**config.mk**
```make
export PLATFORM = sky130hd
export DESIGN_NAME = iccm_rd_path
export DESIGN_NICKNAME = d
export VERILOG_FILES = /design/src/common/iccm_pkg.sv /design/src/hdl/iccm_rd_path.sv
export SDC_FILE = /design/constraint.sdc
export NUM_CORES = 1
export LEC_CHECK = 0
export BUFFER_PORTS_ARGS = -buffer_cell sky130_fd_sc_hd__buf_2
export CAP_MARGIN = 20
export CELL_PAD_IN_SITES_DETAIL_PLACEMENT = 1
export CELL_PAD_IN_SITES_GLOBAL_PLACEMENT = 2
export CORE_MARGIN = 10
export CORE_UTILIZATION = 25
export DETAILED_ROUTE_END_ITERATION = 12
export PLACE_DENSITY_LB_ADDON = 0.1
export SYNTH_ARGS = -nofsm -noshare
export SYNTH_HDL_FRONTEND = slang
export SYNTH_SLANG_ARGS = --single-unit
```
**constraint.sdc**
```tcl
create_clock -name clk -period 2 [get_ports clk]
set_input_delay 0.2 -clock clk [delete_from_list [all_inputs] [get_ports clk]]
set_output_delay 0.2 -clock clk [all_outputs]
set_load 0.01 [all_outputs]
```
**src/common/iccm_pkg.sv**
```systemverilog
// ICCM shared package with geometry constants, vector types, request struct and address step
package iccm_pkg;

   //*******************************************************************
   // Geometry
   //*******************************************************************
   localparam int ICCM_BITS     = 10;      // Byte address width
   localparam int NUM_BANKS     = 4;
   localparam int BANK_HI       = 3;       // Top bank select bit
   localparam int BANK_INDEX_LO = 4;       // Lowest row index bit
   localparam int INDEX_BITS    = 6;
   localparam int WORD_W        = 39;      // Payload plus check bits
   localparam int PAYLOAD_W     = 32;

   localparam logic [2:0] SIZE_DW = 3'd3;  // Double-word access code

   //*******************************************************************
   // Types
   //*******************************************************************
   typedef logic [ICCM_BITS-1:1]  iccm_addr_t;   // Halfword address
   typedef logic [ICCM_BITS-1:2]  word_addr_t;   // Word address
   typedef logic [BANK_HI-2:0]    bank_sel_t;
   typedef logic [INDEX_BITS-1:0] row_idx_t;
   typedef logic [WORD_W-1:0]     iccm_word_t;
   typedef logic [2*WORD_W-1:0]   iccm_pair_t;

   // One access request, sampled every cycle
   typedef struct packed {
      logic       wren;
      logic       rden;
      iccm_addr_t addr;
      logic [2:0] size;
      iccm_pair_t wdata;                 // High word in the upper half
   } iccm_req_t;

   //*******************************************************************
   // Address of the second word of an access
   //*******************************************************************
   // Steps one word for a double-word access, else one halfword
   function automatic iccm_addr_t next_addr(iccm_addr_t addr, logic [2:0] size);
      iccm_addr_t incr;
      incr = (size == SIZE_DW) ? iccm_addr_t'(2) : iccm_addr_t'(1);
      return addr + incr;
   endfunction

endpackage

```
**src/hdl/iccm_rd_path.sv**
```systemverilog
// ICCM read path with bank pointers, redundant row substitution and halfword alignment
`timescale 1ns/1ps

module iccm_rd_path import iccm_pkg::*; (
   input  logic                       clk,
   input  logic                       arst_n,
   input  iccm_req_t                  req,
   input  iccm_word_t [NUM_BANKS-1:0] bank_dout,
   input  logic       [NUM_BANKS-1:0] red_sel0_q,   // Row 0 replaces this bank
   input  logic       [NUM_BANKS-1:0] red_sel1_q,   // Row 1 replaces this bank
   input  iccm_word_t                 red_data0,
   input  iccm_word_t                 red_data1,
   output logic [2*PAYLOAD_W-1:0]     rd_data,
   output iccm_pair_t                 rd_data_ecc
);

   iccm_addr_t                 addr_inc;
   bank_sel_t                  lo_bank_q;
   logic                       lo_half_q;           // Address bit 1 of the read
   bank_sel_t                  hi_bank_q;
   iccm_word_t [NUM_BANKS-1:0] word_fn;
   iccm_word_t                 lo_word;
   iccm_word_t                 hi_word;
   logic [2*PAYLOAD_W-1:0]     rd_pre;

   assign addr_inc = next_addr(req.addr, req.size);

   //*******************************************************************
   // Pointers aligned with the SRAM output
   //*******************************************************************
   always_ff @(posedge clk or negedge arst_n) begin
      if (!arst_n) begin
         lo_bank_q <= '0;
         lo_half_q <= 1'b0;
         hi_bank_q <= '0;
      end else begin
         lo_bank_q <= req.addr[BANK_HI:2];
         lo_half_q <= req.addr[1];
         hi_bank_q <= addr_inc[BANK_HI:2];
      end
   end

   // Row 1 wins over row 0
   always_comb begin
      for (int b = 0; b < NUM_BANKS; b++) begin
         if (red_sel1_q[b]) begin
            word_fn[b] = red_data1;
         end else if (red_sel0_q[b]) begin
            word_fn[b] = red_data0;
         end else begin
            word_fn[b] = bank_dout[b];
         end
      end
   end

   //*******************************************************************
   // Output assembly
   //*******************************************************************
   assign lo_word = word_fn[lo_bank_q];
   assign hi_word = word_fn[hi_bank_q];

   assign rd_data_ecc = {hi_word, lo_word};
   assign rd_pre      = {hi_word[PAYLOAD_W-1:0], lo_word[PAYLOAD_W-1:0]};

   // Odd halfword start drops the low halfword, zero fill on top
   assign rd_data = lo_half_q ? (rd_pre >> (PAYLOAD_W/2)) : rd_pre;

endmodule

```
==> results of run 1 <==
==> cells by family (layout without fill, tap and decap cells) <==
logic type,after synthesis,count (layout),synth area share
compound gates,280,280,0.244
xor+xnor,1,1,0.00106
fa+ha+maj,1,1,0.00243
buf+inv,144,703,0.0898
flops,5,5,0.0152
mux,334,334,0.527
other cells,0,4,0
simple gates,178,178,0.120
==> state kept, by name, indices dropped and copies added (netlist names) <==
| register | count |
|---|---|
| hi_bank_q | 2 |
| lo_bank_q | 2 |
| lo_half_q | 1 |
==> worst max path at each step <==
stage,start,end,slack [ns],depth (start not counted)
3_5_place_dp,red_sel0_q[2],rd_data[44],-0.36,8
5_1_grt,hi_bank_q[1]$_DFF_PN0_,rd_data[17],-0.26,7
2_1_floorplan,lo_bank_q[1]$_DFF_PN0_,rd_data[31],0.07,6
4_1_cts,hi_bank_q[1]$_DFF_PN0_,rd_data[28],-0.23,5
3_3_place_gp,red_sel0_q[3],rd_data[44],-0.32,8
6_report,hi_bank_q[1]$_DFF_PN0_,rd_data[28],-0.23,6
==> worst max-delay path, delay by kind of cell (launching register included) <==
kind / cells / cell delay (ns)
buf+inv: 4 / 0.52
compound gates: 1 / 0.23
flops: 1 / 0.45
mux: 1 / 0.60
==> synth_stat cells, drive strengths merged, types with 6 or more instances <==
cell and instances:
a211oi 6, and4 6, nand2b 59, o22a 6, o221ai 46, nor2b 19
inv 40, o31ai 12, and2 13, o22ai 12, nand2 54, buf 62
o21ai 86, o211a 28, a21oi 6, or4 6, mux2i 148, o211ai 46
mux4 66, a211o 10, o21a 22, clkbuf 40, mux2 120, nor3 18
==> power by group <==
group	leakage, uW	switching [uW]	total (uW)	internal (uW)
clock network	0.0000382	65.6	330	264
registers	0.0000545	24.8	138	113
logic	0.00661	3040	6350	3310
total	0.00670	3130	6820	3690
==> cell type report <==
type                       instances  area (sq um)  share of cell area
sequential                         5           135             0.00883
antenna                            4          10.0            0.000654
timing repair buffer             657          5830               0.381
clock buffer                       4          78.8             0.00515
multi-input combinational        794          8510               0.556
tap                              442           553              0.0362
inverter                          42           180              0.0118
==> timing repair <==
item	in CTS	in global routing
endpoints found under the hold margin	5	0
hold buffers	1	0
gates cloned	15	13
setup buffers	26	35
pin swaps	16	25
resized for setup	209	278
setup endpoints to repair	119	133
==> routing by layer <==
layer  vias up  share of wire  routed length (um)
met5         -         0.0010                  57
met4         8          0.011                 630
met3        50          0.065                3720
met2       434           0.46               26400
met1      5515           0.46               26200
li1       4865              -                   -
==> metrics by stage <==
step	power (uW)	hold slack, ns
after CTS	5790	0.0915
after detailed placement	4770	0.0169
after global placement	4740	0.0184
after global routing	7150	0.0915
after floorplan	2560	-0.0956
final	6820	0.0956
==> impl_metrics.ini, run 1 <==
[layout]
drive_gt1_frac = 0.689
nets = 1840
finish.instance_area_sq_um = 15300
nFillCells = 3740
synthToLayoutAreaGrowth_pct = 85.5
final_util = 0.470
final_common_cell = buf_2
final_cells = 1948
most-common-layout-cells = buf_2, buf_4, buf_6

[floorplanning]
io_pins = 478
num_rows = 66
die_w_um = 202
dieHeight_um = 202
start_util = 0.253
coreArea_sq_um = 32500
dieArea_sq_um = 40600

[synth]
synth_cells = 943
synth.distinct_cells = 44
synth_fp_nets = 1280
yosysTopAreaCellShare = 0.180
ys.flop_type = dfrtp_1
ys_warn_count = 0
synth_area_leaders = mux2i_1, mux4_2, mux2_2, o221ai_1, o21ai_0
syn_avg_cell_area_sq_um = 8.74
async_flop_share = 1.00
ys_seq_elements = 5
ys_seq_area_frac = 0.0152
synth_top_cell_by_area = mux2i_1
synth_edf_count = 0
syn_area_sq_um = 8250

[worst_hold_path]
hp-class = in -> reg
holdCritStartpoint = req[82]
hold_end = lo_bank_q[0]$_DFF_PN0_
min_path_cells = 1

[setup_path]
slowest_delay_ns = 0.60
path_cells = inv_8 > buf_12 > buf_16 > mux4_2 > o221ai_2 > buf_2
cp_data_arrival_time_ns = 2.03
crit_path_end_kind = output port
required_ns = 1.80
crit_type = reg -> out
cp-start-kind = register
slowest_stage = mux4_2
cp_max_fo = 6

[global_route]
use_met1 = 0.354
grt_pass1_vias = 11300
grt_use_met3 = 0.0448
grtUsageTotal = 0.251
antenna_found_initial = 8
grt_max_degree = 56
grt_most_used_layer = met2
grt_pass1_wl_um = 78100
overflow = 0
use_met2 = 0.403

[place]
dp_hpwl_um = 41600
place.gp.congestion = 0.886
dp_slack_ns = -0.361
place_inst = 1854
portBuffers = 391
dpl_cell_area_sq_um = 12000

[route]
drcViolationCount = 0
drtIter0Drc = 697
wirelength_um = 57000
dr.pass1.iters = 5
wl_per_cell_um = 29.3
ant_nets = 0
viasPerCell = 5.58
num_vias = 10900

[clocking]
cts_root_buffer = clkbuf_16
cts_max_level = 1
cts_tree = built
cts_buffers = 3
cts_buffer_depth = 2
path_clk_slew_ns = 0.03
cts_num_sinks = 5

[outcome]
status = finished with violations
failed_checks = negative setup slack

[power_and_ir_drop]
leakage_uw = 0.00670
p_per_area_nw_per_um2 = 446
irDropWorstVdd_mv = 0.501

[timing]
rsz0062_at_grt = true
fin_crit_ns = 2.23
max_freq_ghz = 0.448
timing.final.crit_share = 1.12
hold_viol = 0
finalSetupViolCount = 109
tightest_slew_ns = 0.429
slew_headroom = 0.711
fin_tns_setup_ns = -10.83
finalWorstSetupSlack_ns = -0.231
slew_violations = 0

[run]
max_cap_violations = 0
No activity file was read; power rests on OpenSTA's default activity.
==> run 2: changes to the inputs <==
Settings changed: ABC_AREA set to 1, CORE_UTILIZATION 25 to 18.
==> run 2 against run 1 <==
  * The flow now finishes without violations
  * First-iteration DRC count rose by 29%
  * Via count is 15% higher
  * Wire length grew 8.8%
  * Utilization decreased by 20 points
  * Hold slack gained 0.0050 ns
  * Maximum frequency increased by 14%
  * Critical path type unchanged
  * Largest cell class unchanged
==> impl_metrics.ini, run 2 <==
[synth]
synth_edf_count = 0
yosysMostFrequentCell = nand3_1
synth_fp_nets = 1879
synthMuxAreaShare = 0
ys_seq_area_frac = 0.0177
ys_warn_count = 0
synth_top_cell_by_area = nand3_1
synth_top_family_by_area = simple AND/OR/NAND/NOR gates
ys_seq_elements = 5
syn_avg_cell_area_sq_um = 4.59
yosysTopAreaCellShare = 0.450
ys.flop_type = dfrtp_1
ys_top_cells_by_count = nand3_1, nand2_1, buf_2, inv_1, and2_1
synth_area_leaders = nand3_1, nand2_1, and2_1, buf_2, inv_1
synth.distinct_cells = 18
synthSimpleGateAreaFrac = 0.821
async_flop_share = 1.00
synthXorXnorAreaFrac = 0.00124
synth_compound_area_frac = 0.0297
synthAdderAreaFrac = 0.00283
syn_area_sq_um = 7080
synth_cells = 1542

[floorplanning]
io_pins = 478
die_w_um = 218
num_rows = 72
start_util = 0.183
coreArea_sq_um = 38700
dieHeight_um = 218
dieArea_sq_um = 47700

[global_route]
antenna_found_initial = 8
overflow = 0
grt_pass1_wl_um = 88700
grt_max_degree = 45
grt_pass1_vias = 13300
grtUsageTotal = 0.244

[route]
dr.pass1.iters = 5
num_vias = 12500
wirelength_um = 62000
wl_per_cell_um = 25.7
drcViolationCount = 0
ant_nets = 0
drtIter0Drc = 902
viasPerCell = 5.15

[timing]
holdWs_ns = 0.101
slew_headroom = 0.677
fin_tns_setup_ns = 0
timing.final.crit_share = 0.978
max_freq_ghz = 0.511
tightest_slew_ns = 0.484
finalSetupViolCount = 0
rsz0062_at_grt = true
finalWorstSetupSlack_ns = 0.0436
fin_crit_ns = 1.96
hold_viol = 0
slew_violations = 0

[run]
max_cap_violations = 0

[place]
dp_hpwl_um = 46700
dp_slack_ns = 0.0597
portBuffers = 391
place.gp.congestion = 0.860

[clocking]
cts_root_buffer = clkbuf_16
cts_max_level = 1
path_clk_slew_ns = 0.03
cts_buffers = 3
cts_num_sinks = 5
cts_buffer_depth = 2
cts_tree = built

[layout]
synthToLayoutAreaGrowth_pct = 47.3
final_common_cell = nand3_1
drive_gt1_frac = 0.278
most-common-layout-cells = nand3_1, nand2_1, buf_2
nets = 2231
reg_top3 = hi_bank_q: 2 flops, lo_bank_q: 2 flops, lo_half_q: 1 flops
final_util = 0.269

[worst_hold_path]
min_path_cells = 1
hold_end = lo_bank_q[0]$_DFF_PN0_
hp-class = in -> reg
holdCritStartpoint = req[82]

[setup_path]
cp-start-kind = register
cp_max_fo = 15
slowest_stage = dfrtp_4
cp_data_arrival_time_ns = 1.76
crit_buf_inv = 4
required_ns = 1.80
crit_type = reg -> out
crit_path_frequent_cell = nand3_1
crit_path_end_kind = output port
slowest_delay_ns = 0.54
crit_family = buffers and inverters
path_cells = clkinv_8 > buf_12 > buf_4 > nand3_1 > nand3_1 > nand3_1 > nand2_1 > buf_2

[outcome]
status = finished clean

[power_and_ir_drop]
leakage_uw = 0.00563
p_per_area_nw_per_um2 = 454
irDropWorstVdd_mv = 0.316
[run 2: cell count changes after synthesis, sizes merged, moves of 32 or more]
cell,previous run,this run
buf,62,94
o21ai,86,14
mux2,120,0
nand3,0,636
mux4,66,0
mux2i,148,0
nand2b,59,0
o211ai,46,0
nand2,54,589
o221ai,46,0
and2,13,48
[run 2: layer usage]
layer / share of wire / vias up / track usage
li1: - / 5846 / -
met1: 0.43 / 6112 / 0.312
met2: 0.49 / 439 / 0.427
met3: 0.056 / 56 / 0.0283
met4: 0.021 / 4 / 0.0558
met5: 0.00044 / - / 0
[run 2: timing repair]
action	in CTS	in global routing
gates resized for setup	14	39
endpoints found under the hold margin	5	0
hold buffers	1	0
gates cloned	0	3
buffers inserted	2	4
endpoints found under the setup margin	34	49
[run 2: per-stage QoR]
stage                     cells  instance area [sq um]  total power [uW]
final                      2417                  10400              4730
after global routing       2416                  10400              5130
after CTS                  2404                  10100              4600
after detailed placement   2397                   9960              4220
after global placement     2397                   9960              4180
after floorplan            1542                   7080              2230
[run 2: worst max-delay path by stage]
stage | startpoint | end | slack, ns | cells after the start
after global routing | hi_bank_q[0]$_DFF_PN0_ | rd_data[49] | -0.05 | 8
after floorplan | hi_bank_q[0]$_DFF_PN0_ | rd_data[63] | 0.58 | 8
after detailed placement | hi_bank_q[0]$_DFF_PN0_ | rd_data[59] | 0.06 | 7
final | hi_bank_q[0]$_DFF_PN0_ | rd_data[29] | 0.04 | 8
after CTS | hi_bank_q[0]$_DFF_PN0_ | rd_data[32] | 0.002 | 8
after global placement | hi_bank_q[0]$_DFF_PN0_ | rd_data[59] | 0.06 | 7
[run 2: cell families (layout without fill, tap and decap cells)]
| family | count (synthesis) | in the layout |
|---|---|---|
| other | 0 | 6 |
| xor gates and xnor gates | 1 | 1 |
| adders and majority gates | 1 | 1 |
| DFF | 5 | 5 |
| AOI/OAI and AO/OA | 42 | 42 |
| and+or+nand+nor | 1304 | 1304 |
| buffers and inverters | 189 | 540 |
[run 2: layout make-up]
type / instances / area, sq um
tap: 518 / 648
clock buffer: 4 / 78.8
inverter: 63 / 254
timing repair buffer: 473 / 3090
sequential: 5 / 139
multi-input combinational: 1348 / 6210
antenna: 6 / 15.0
fill: 5314 / 28300
[run 2: power by group]
part / leakage [uW] / internal (uW) / switching (uW)
logic: 0.00554 / 1550 / 2720
clock network: 0.0000382 / 264 / 60.6
registers: 0.0000536 / 115 / 25.7
total: 0.00563 / 1930 / 2810
