File: config.mk
export PLATFORM = sky130hd
export DESIGN_NAME = iccm_red_rows
export DESIGN_NICKNAME = d
export VERILOG_FILES = /design/src/common/iccm_pkg.sv /design/src/redundancy/iccm_red_rows.sv
export SDC_FILE = /design/constraint.sdc
export NUM_CORES = 1
export LEC_CHECK = 0
export BUFFER_PORTS_ARGS = -buffer_cell sky130_fd_sc_hd__clkbuf_2
export CELL_PAD_IN_SITES_DETAIL_PLACEMENT = 0
export CELL_PAD_IN_SITES_GLOBAL_PLACEMENT = 2
export CORE_UTILIZATION = 35
export DETAILED_ROUTE_END_ITERATION = 16
export PLACE_DENSITY = 0.87
export SYNTH_ARGS = -nofsm -noshare
export SYNTH_HDL_FRONTEND = slang
export SYNTH_SLANG_ARGS = --single-unit
File: constraint.sdc
create_clock -name clk -period 5.55 [get_ports clk]
set_input_delay 0.2775 -clock clk [delete_from_list [all_inputs] [get_ports clk]]
set_output_delay 0.2775 -clock clk [all_outputs]
set_load 0.01 [all_outputs]
File: src/common/iccm_pkg.sv
// ICCM shared package with geometry constants, vector types, request struct and address step
package iccm_pkg;

   //*******************************************************************
   // Geometry
   //*******************************************************************
   localparam int ICCM_BITS     = 10;      // Byte address width
   localparam int NUM_BANKS     = 4;
   localparam int BANK_HI       = 3;       // Top bank select bit
   localparam int BANK_INDEX_LO = 4;       // Lowest row index bit
   localparam int INDEX_BITS    = 6;
   localparam int WORD_W        = 39;      // Payload plus check bits
   localparam int PAYLOAD_W     = 32;

   localparam logic [2:0] SIZE_DW = 3'd3;  // Double-word access code

   //*******************************************************************
   // Types
   //*******************************************************************
   typedef logic [ICCM_BITS-1:1]  iccm_addr_t;   // Halfword address
   typedef logic [ICCM_BITS-1:2]  word_addr_t;   // Word address
   typedef logic [BANK_HI-2:0]    bank_sel_t;
   typedef logic [INDEX_BITS-1:0] row_idx_t;
   typedef logic [WORD_W-1:0]     iccm_word_t;
   typedef logic [2*WORD_W-1:0]   iccm_pair_t;

   // One access request, sampled every cycle
   typedef struct packed {
      logic       wren;
      logic       rden;
      iccm_addr_t addr;
      logic [2:0] size;
      iccm_pair_t wdata;                 // High word in the upper half
   } iccm_req_t;

   //*******************************************************************
   // Address of the second word of an access
   //*******************************************************************
   // Steps one word for a double-word access, else one halfword
   function automatic iccm_addr_t next_addr(iccm_addr_t addr, logic [2:0] size);
      iccm_addr_t incr;
      incr = (size == SIZE_DW) ? iccm_addr_t'(2) : iccm_addr_t'(1);
      return addr + incr;
   endfunction

endpackage

File: src/redundancy/iccm_red_rows.sv
// ICCM redundancy store of two spare rows with address match, data update and LRU replacement
`timescale 1ns/1ps

module iccm_red_rows import iccm_pkg::*; (
   input  logic                 clk,
   input  logic                 arst_n,
   input  iccm_req_t            req,
   input  logic                 buf_correct_ecc,   // Load a row with the request word
   input  logic                 correction_state,
   output logic [NUM_BANKS-1:0] red_sel0_q,
   output logic [NUM_BANKS-1:0] red_sel1_q,
   output iccm_word_t           red_data0,
   output iccm_word_t           red_data1
);

   iccm_addr_t                 addr_inc;
   logic                       is_dw;
   word_addr_t [1:0]           row_addr;
   logic       [1:0]           row_valid;
   iccm_word_t [1:0]           row_data;
   logic                       row_lru;           // Row to replace next
   logic       [1:0]           load_en;
   logic       [1:0]           data_en;
   logic       [1:0]           take_hi;
   logic       [1:0]           hit_lo;
   logic       [1:0]           hit_hi;
   iccm_word_t [1:0]           data_in;
   logic [1:0][NUM_BANKS-1:0]  sel;
   logic                       lru_en;
   logic                       lru_in;

   assign addr_inc = next_addr(req.addr, req.size);
   assign is_dw    = (req.size == SIZE_DW);

   //*******************************************************************
   // Row match and update control
   //*******************************************************************
   always_comb begin
      for (int r = 0; r < 2; r++) begin
         load_en[r] = buf_correct_ecc & (row_lru == 1'(r));

         hit_lo[r] = (req.addr[ICCM_BITS-1:2] == row_addr[r]);
         hit_hi[r] = (addr_inc[ICCM_BITS-1:2] == row_addr[r]);

         // Word writes match down to bit 2, double words down to bit 3
         data_en[r] = load_en[r] |
                      (row_valid[r] & req.wren &
                       (req.addr[ICCM_BITS-1:3] == row_addr[r][ICCM_BITS-1:3]) &
                       ((req.addr[2] == row_addr[r][2]) | is_dw));

         // Correction data sits in both halves, so the low half is as good
         take_hi[r] = ((req.addr[2] == row_addr[r][2]) & req.addr[2]) |
                      (row_addr[r][2] & is_dw);
         data_in[r] = take_hi[r] ? req.wdata[2*WORD_W-1:WORD_W] : req.wdata[WORD_W-1:0];

         for (int b = 0; b < NUM_BANKS; b++) begin
            sel[r][b] = row_valid[r] &
                        ((hit_lo[r] & (req.addr[BANK_HI:2] == bank_sel_t'(b))) |
                         (hit_hi[r] & (addr_inc[BANK_HI:2] == bank_sel_t'(b))));
         end
      end
   end

   // A hit during correction marks the other row for replacement
   assign lru_en = buf_correct_ecc |
                   (((|sel[0]) | (|sel[1])) & req.rden & correction_state);
   assign lru_in = buf_correct_ecc ? ~row_lru : (|sel[0]);

   //*******************************************************************
   // Control registers
   //*******************************************************************
   always_ff @(posedge clk or negedge arst_n) begin
      if (!arst_n) begin
         row_valid  <= '0;
         row_lru    <= 1'b0;
         red_sel0_q <= '0;
         red_sel1_q <= '0;
      end else begin
         for (int r = 0; r < 2; r++) begin
            if (load_en[r]) begin
               row_valid[r] <= 1'b1;     // Sticky until reset
            end
         end
         if (lru_en) begin
            row_lru <= lru_in;
         end
         red_sel0_q <= sel[0];           // Lines up with SRAM read data
         red_sel1_q <= sel[1];
      end
   end

   //*******************************************************************
   // Row address and data
   //*******************************************************************
   always_ff @(posedge clk) begin
      for (int r = 0; r < 2; r++) begin
         if (load_en[r]) begin
            row_addr[r] <= req.addr[ICCM_BITS-1:2];
         end
         if (data_en[r]) begin
            row_data[r] <= data_in[r];
         end
      end
   end

   assign red_data0 = row_data[0];
   assign red_data1 = row_data[1];

endmodule

==> impl_metrics.json, run 1 <==
{
  "ctsHtreeMaxLevel": 3,
  "crit_slowest_cell": "or4_1",
  "r2r_setup_slack_ns": 3.02,
  "ant_nets": 0,
  "path_cells": "clkbuf_2 -> and3b_1 -> xnor2_1 -> ha_1 -> o211ai_1 -> nor4_1 -> nor2_1 -> or4_1 -> or3_1 -> o311ai_1",
  "fin_crit_ns": 2.634,
  "port_buffers": 181,
  "async_reset_ff_share_pct": 10.48,
  "crit_path_max_fanout": 7,
  "report.final.slew_viol_count": 0,
  "synth_top_area_share_pct": 56.06,
  "row_count": 43,
  "r2r_end": "red_data0[30]",
  "cts_buffers": 9,
  "crit_start": "req[80]",
  "avgSynthCellArea_um2": 14.76,
  "finalSetupTns_ns": 0,
  "dp_hpwl_um": 9036,
  "core_area_mm2": 0.01393,
  "antenna_found_initial": 0,
  "status": "completed",
  "clk_latency_ns": 0.34,
  "startpoint_type": "input pin",
  "ys_seq_area_share_pct": 61.53,
  "io_pins": 182,
  "fin_util_pct": 46.38,
  "syn-num-nets": 440,
  "synth_area_leader_cell": "edfxtp_1",
  "clockBufferDepth": 2,
  "p_total_mw": 2.081,
  "routed_wl_um": 12820,
  "root_buffer": "clkbuf_16",
  "grt_pass1_vias": 3640,
  "fin_area_mm2": 0.006462,
  "synthCells": 341,
  "synth-seq-cells": 105,
  "yosys_warnings": 0,
  "path_class": "in2reg",
  "hold_class": "in2reg",
  "p_leak_nw": 2.645,
  "required_ns": 5.79,
  "die_w_um": 121.9,
  "rr_worst_depth": 4,
  "worstSetupEndpoint": "red_sel1_q[3]",
  "fin_skew_ns": 0.005154,
  "diodes": 0,
  "nets": 619,
  "grt_pass1_wl_um": 19130,
  "wl_per_cell_um": 18.18,
  "drtPass1Iterations": 4,
  "synth.distinct_cells": 48,
  "vias_per_cell": 4.976,
  "power.density_mw_per_mm2": 322.0,
  "regToRegStartpoint": "row_addr[6]",
  "cts_sinks": 105,
  "hold_violations": 0,
  "worstMarginPinSlew_ns": 0.9625,
  "ys.flop_type": "edfxtp_1",
  "clkSlewWorstSetupHoldPaths_ns": 0.07,
  "grt_max_degree": 40,
  "vias": 3508,
  "setup_viol": 0,
  "place.gp.congestion": 0.8610,
  "synthTopCellsByArea": "edfxtp_1 (56%), mux2_2 (18%), dfrtp_1 (5.5%), xnor2_1 (2.8%), nand2_1 (1.4%)",
  "peakVddDrop_mv": 0.2095,
  "cpPeakStageDelay_ns": 0.54,
  "fin_crit_sh_pct": 47.46,
  "drive_gt1_share_pct": 55.43,
  "place_area_mm2": 0.006125,
  "die_area_mm2": 0.01487,
  "grt_use_total_pct": 17.41,
  "post_cts_buffers": 0,
  "syn_area_mm2": 0.005035,
  "drt_drc_violations_left": 0,
  "overflow": 0,
  "post-place-ws_ns": 2.635,
  "crit_path_end_kind": "flop",
  "synth-edff-count": 94,
  "first_iter_violations": 204,
  "die_y_um": 121.9,
  "layout_setup_ws_ns": 2.916,
  "crit_arrival_ns": 2.88,
  "rsz0062_at_grt": "false",
  "fmax_ghz": 0.3797,
  "seq_area_mm2": 0.003098,
  "slew_headroom_pct": 35.84,
  "drv_cap": 0,
  "start_util_pct": 36.13,
  "tritoncts": "yes",
  "multiInputGateArea_mm2": 0.001843,
  "nFillCells": 1290,
  "synthToLayoutAreaGrowth_pct": 28.35
}
[cell usage in the layout, fill, tap and decap left out, drive strengths merged, types with 3 or more instances in the layout]
cell type  instances
clkbuf           190
edfxtp            94
mux2              79
nand2             19
xnor2             16
dfrtp             11
nor2               8
inv                8
a21oi              8
xor2               7
nand4              6
mux2i              6
o21ai              5
nor2b              5
a32oi              4
buf                4
and2               3
o211ai             3
nand3              3
nor4               3
or3                3
o2111ai            3
a31o               3
ha                 3
[cell usage after synthesis (all sizes together) (2+ instances only)]
master	number
inv	6
nor2	8
buf	10
o21ai	5
and3b	2
a32oi	4
nand3	3
nand4b	2
clkbuf	8
mux2i	6
and2	3
or4	2
xor2	7
xnor2	16
nand2	19
and3	2
nor3b	2
nand4	6
nor2b	5
a31o	3
or3	3
mux2	79
edfxtp	94
ha	3
o211ai	3
dfrtp	11
or2	2
a21oi	8
o2111ai	3
nor4	3
[cell type report]
type | instances | share of cell area (%)
Tap cell | 180 | 3.485
Clock buffer | 9 | 3.485
Clock inverter | 7 | 1.588
Timing Repair Buffer | 186 | 14.64
Inverter | 6 | 0.3485
Sequential cell | 105 | 47.94
Multi-Input combinational cell | 212 | 28.52
[per-stage QoR]
step	hold slack (ns)	cells
floorplan	-0.01809	341
global placement	0.1614	688
detailed placement	0.1638	688
CTS	0.1811	705
global route	0.1790	705
finish	0.2017	705
[worst min-delay path by stage]
stage             from             to  slack [ns]  cells past startpoint
6_report       req[89]    row_addr[7]        0.20                      1
5_1_grt        req[89]    row_addr[7]        0.18                      1
4_1_cts        req[89]   row_addr[15]        0.18                      1
3_5_place_dp    arst_n  red_sel0_q[3]        0.16                      1
3_3_place_gp    arst_n  red_sel1_q[1]        0.16                      1
2_1_floorplan   arst_n  red_sel0_q[0]       -0.02                      0
[registers in the layout, summed over array words and instances, names as in the netlist]
name,count
row_valid,2
red_sel0_q,4
red_sel1_q,4
red_data1,39
row_lru,1
row_addr,16
red_data0,39
[timing repair]
item                                   CTS  global route
hold buffers                             1             0
setup endpoints to repair                0             0
endpoints found under the hold margin   11             0
gates resized for setup                  0             0
[cells by family (layout without fill, tap and decap cells)]
kind of cell,Yosys count,after routing,share of synthesized area [%]
multiplexers,85,85,18.86
flip-flops,105,105,61.53
adder cells (fa/ha/maj),3,3,0.7456
AND/OR/NAND/NOR,68,68,7.654
buffers and inverters,24,208,2.336
AO/OA/AOI/OAI,33,33,4.871
XOR/XNOR,23,23,4.001
[power breakdown]
group / internal, mW / switching, mW / leakage, nW
Clock: 0.401 / 0.300 / 0.157
Sequential: 0.972 / 0.0260 / 1.02
Combinational: 0.162 / 0.221 / 1.46
Total: 1.53 / 0.546 / 2.65
[metal layers]
layer / global-route usage [%] / share of wire [%] / vias up
li1: - / - / 1664
met1: 21.18 / 42 / 1711
met2: 29.03 / 50 / 124
met3: 5.712 / 6.9 / 9
met4: 5.556 / 1.2 / 0
met5: 0 / 0 / -
[critical path, delay by kind of cell]
kind | cells | cell delay (ns)
and+or+nand+nor | 5 | 1.71
adders and majority gates | 1 | 0.33
xor gates and xnor gates | 1 | 0.17
AOI/OAI and AO/OA | 2 | 0.29
buffers and inverters | 1 | 0.10
No activity file was read; power rests on OpenSTA's default activity.
==> run 2: changes to the inputs <==
- CORE_UTILIZATION: 35 -> 29
- PLACE_DENSITY: 0.87 -> 0.77
- clock period: 5.55 -> 2.15 ns (I/O delays scaled with it)
==> run 2 against run 1 <==
- highest routed layer unchanged
- worst hold slack got worse by 0.13 ns
- clock skew up 0.0025 ns
- critical path depth shrank 1
- register-to-register slack got worse by 2.9 ns
- critical path type unchanged
- die area is 20% higher
- non-clock buffer count up 35
- first-iteration DRC count fell by 21%
- combinational power increased to 3.0 times the previous value
- setup slack got worse by 2.8 ns
- clock-buffer cell count unchanged
- total power rose to 2.6 times the previous value
==> impl_metrics.json, run 2 (synthesis results as in run 1) <==
{
  "status": "completed",
  "dp.cells": 761,
  "fin_crit_ns": 2.078,
  "io_pins": 182,
  "grt_pass1_vias": 3899,
  "die_w_um": 133.8,
  "r2r_end": "red_sel1_q[3]",
  "p_int_mw": 3.839,
  "holdWs_ns": 0.06825,
  "regToRegStartpoint": "row_addr[12]",
  "r2r_setup_slack_ns": 0.07,
  "overflow": 0,
  "cpPeakStageDelay_ns": 0.53,
  "hold_end": "red_data1[30]",
  "hold_class": "in2reg",
  "cts_sinks": 105,
  "vias_per_cell": 4.694,
  "peakVddDrop_mv": 0.3456,
  "place_area_mm2": 0.006511,
  "hold_violations": 0,
  "drive_gt1_share_pct": 59.64,
  "wl_per_cell_um": 17.67,
  "layout_commonest_cell": "clkbuf_2",
  "root_buffer": "clkbuf_16",
  "fin_crit_sh_pct": 96.67,
  "place.gp.congestion": 0.8261,
  "drtPass1Iterations": 4,
  "post-place-ws_ns": -0.2091,
  "final_cells": 780,
  "grt_util_met3_pct": 3.653,
  "startpoint_type": "input pin",
  "cts_buffers": 9,
  "crit_arrival_ns": 2.14,
  "crit_path_max_fanout": 18,
  "path_cells": "dlygate4sd3_1 -> clkbuf_2 -> xor2_1 -> nor2_1 -> nand4_1 -> nor4_2 -> buf_4 -> a41o_4 -> buf_12",
  "diodes": 0,
  "p_total_mw": 5.312,
  "ant_nets": 0,
  "grt_max_degree": 30,
  "row_count": 47,
  "routed_wl_um": 13780,
  "rr_worst_depth": 8,
  "fmax_ghz": 0.4811,
  "die_y_um": 133.8,
  "clk_latency_ns": 0.35,
  "vias": 3661,
  "comb_power_share_pct": 21.4,
  "setup_viol": 0,
  "crit_slowest_cell": "dlygate4sd3_1",
  "post_cts_buffers": 0,
  "dp_hpwl_um": 10160,
  "nets": 654,
  "clockBufferDepth": 2,
  "path_buf_inv": 4,
  "grt_pass1_wl_um": 21220,
  "crit_start": "req[89]",
  "tritoncts": "yes",
  "start_util_pct": 30.04,
  "antenna_found_initial": 0,
  "ctsHtreeMaxLevel": 3,
  "fin_area_mm2": 0.006884,
  "path_class": "in2reg",
  "core_area_mm2": 0.01676,
  "switchingPower_mw": 1.473,
  "worstMarginPinSlew_ns": 0.4293,
  "synthToLayoutAreaGrowth_pct": 36.73,
  "swShare_pct": 27.73,
  "finalSetupTns_ns": 0,
  "drv_cap": 0,
  "drt_drc_violations_left": 0,
  "clkSlewWorstSetupHoldPaths_ns": 0.08,
  "first_iter_violations": 162,
  "crit_path_end_kind": "flop",
  "gr-usage-met2_pct": 26.83,
  "seqPwrFrac_pct": 48.4,
  "final_cell_mix": "clkbuf_2 (181), edfxtp_1 (94), mux2_2 (79)",
  "p_leak_nw": 2.840,
  "power.density_mw_per_mm2": 771.6,
  "hold_depth": 2,
  "required_ns": 2.21,
  "report.final.slew_viol_count": 0,
  "port_buffers": 181,
  "layout_setup_ws_ns": 0.07159,
  "clkPwrFrac_pct": 30.2,
  "critPathTopFamily": "buffers and inverters",
  "die_area_mm2": 0.01789,
  "fin_skew_ns": 0.007632,
  "grt-busiest-layer": "met2",
  "hp-start": "req[69]",
  "met1_usage_pct": 18.62,
  "grt_use_total_pct": 15.76,
  "rsz0062_at_grt": "false",
  "fin_util_pct": 41.08,
  "crit_cells": 9,
  "slew_headroom_pct": 71.38
}
==> run 2: cell types whose count changed in the layout (fill, tap and decap cells not counted), sizes merged <==
cell	before	now
bufinv	2	0
clkinv	2	3
clkinvlp	1	2
buf	4	38
dlygate4sd3	1	2
==> run 2: worst max-delay path by stage <==
stage                    endpoint
floorplan           red_sel1_q[3]
global placement    red_sel1_q[1]
detailed placement  red_sel1_q[3]
CTS                  red_data0[5]
global route        red_sel1_q[3]
finish               red_data0[7]
==> run 2: metal layers <==
metal  vias up  share of wire, %
li1       1735                 -
met1      1781                42
met2       121                50
met3        24               5.6
met4         0               3.0
met5         -                 0
==> run 2: what timing repair did <==
action | 4_1_cts | 5_1_grt
hold endpoints to repair | 13 | 0
setup endpoints to repair | 36 | 40
hold buffers | 2 | 0
pin swaps | 0 | 6
cloned | 1 | 0
gates resized for setup | 2 | 6
==> run 2: area by class of cell <==
type                            instances  area (um2)
Multi-Input combinational cell        212        1917
Clock inverter                          7       65.06
Clock buffer                            9       225.2
Sequential cell                       105        3098
Tap cell                              220       275.3
Timing Repair Buffer                  221        1281
Inverter                                6       22.52
Fill cell                            1621        9876
==> run 2: power groups by stage <==
stage / sequential (mW) / clock, mW / combinational [mW]
after floorplan: 2.70 / 0 / 0.496
after global placement: 2.61 / 0 / 1.10
after detailed placement: 2.62 / 0 / 1.11
after CTS: 2.57 / 1.68 / 1.15
after global routing: 2.59 / 1.74 / 1.23
final: 2.57 / 1.60 / 1.14
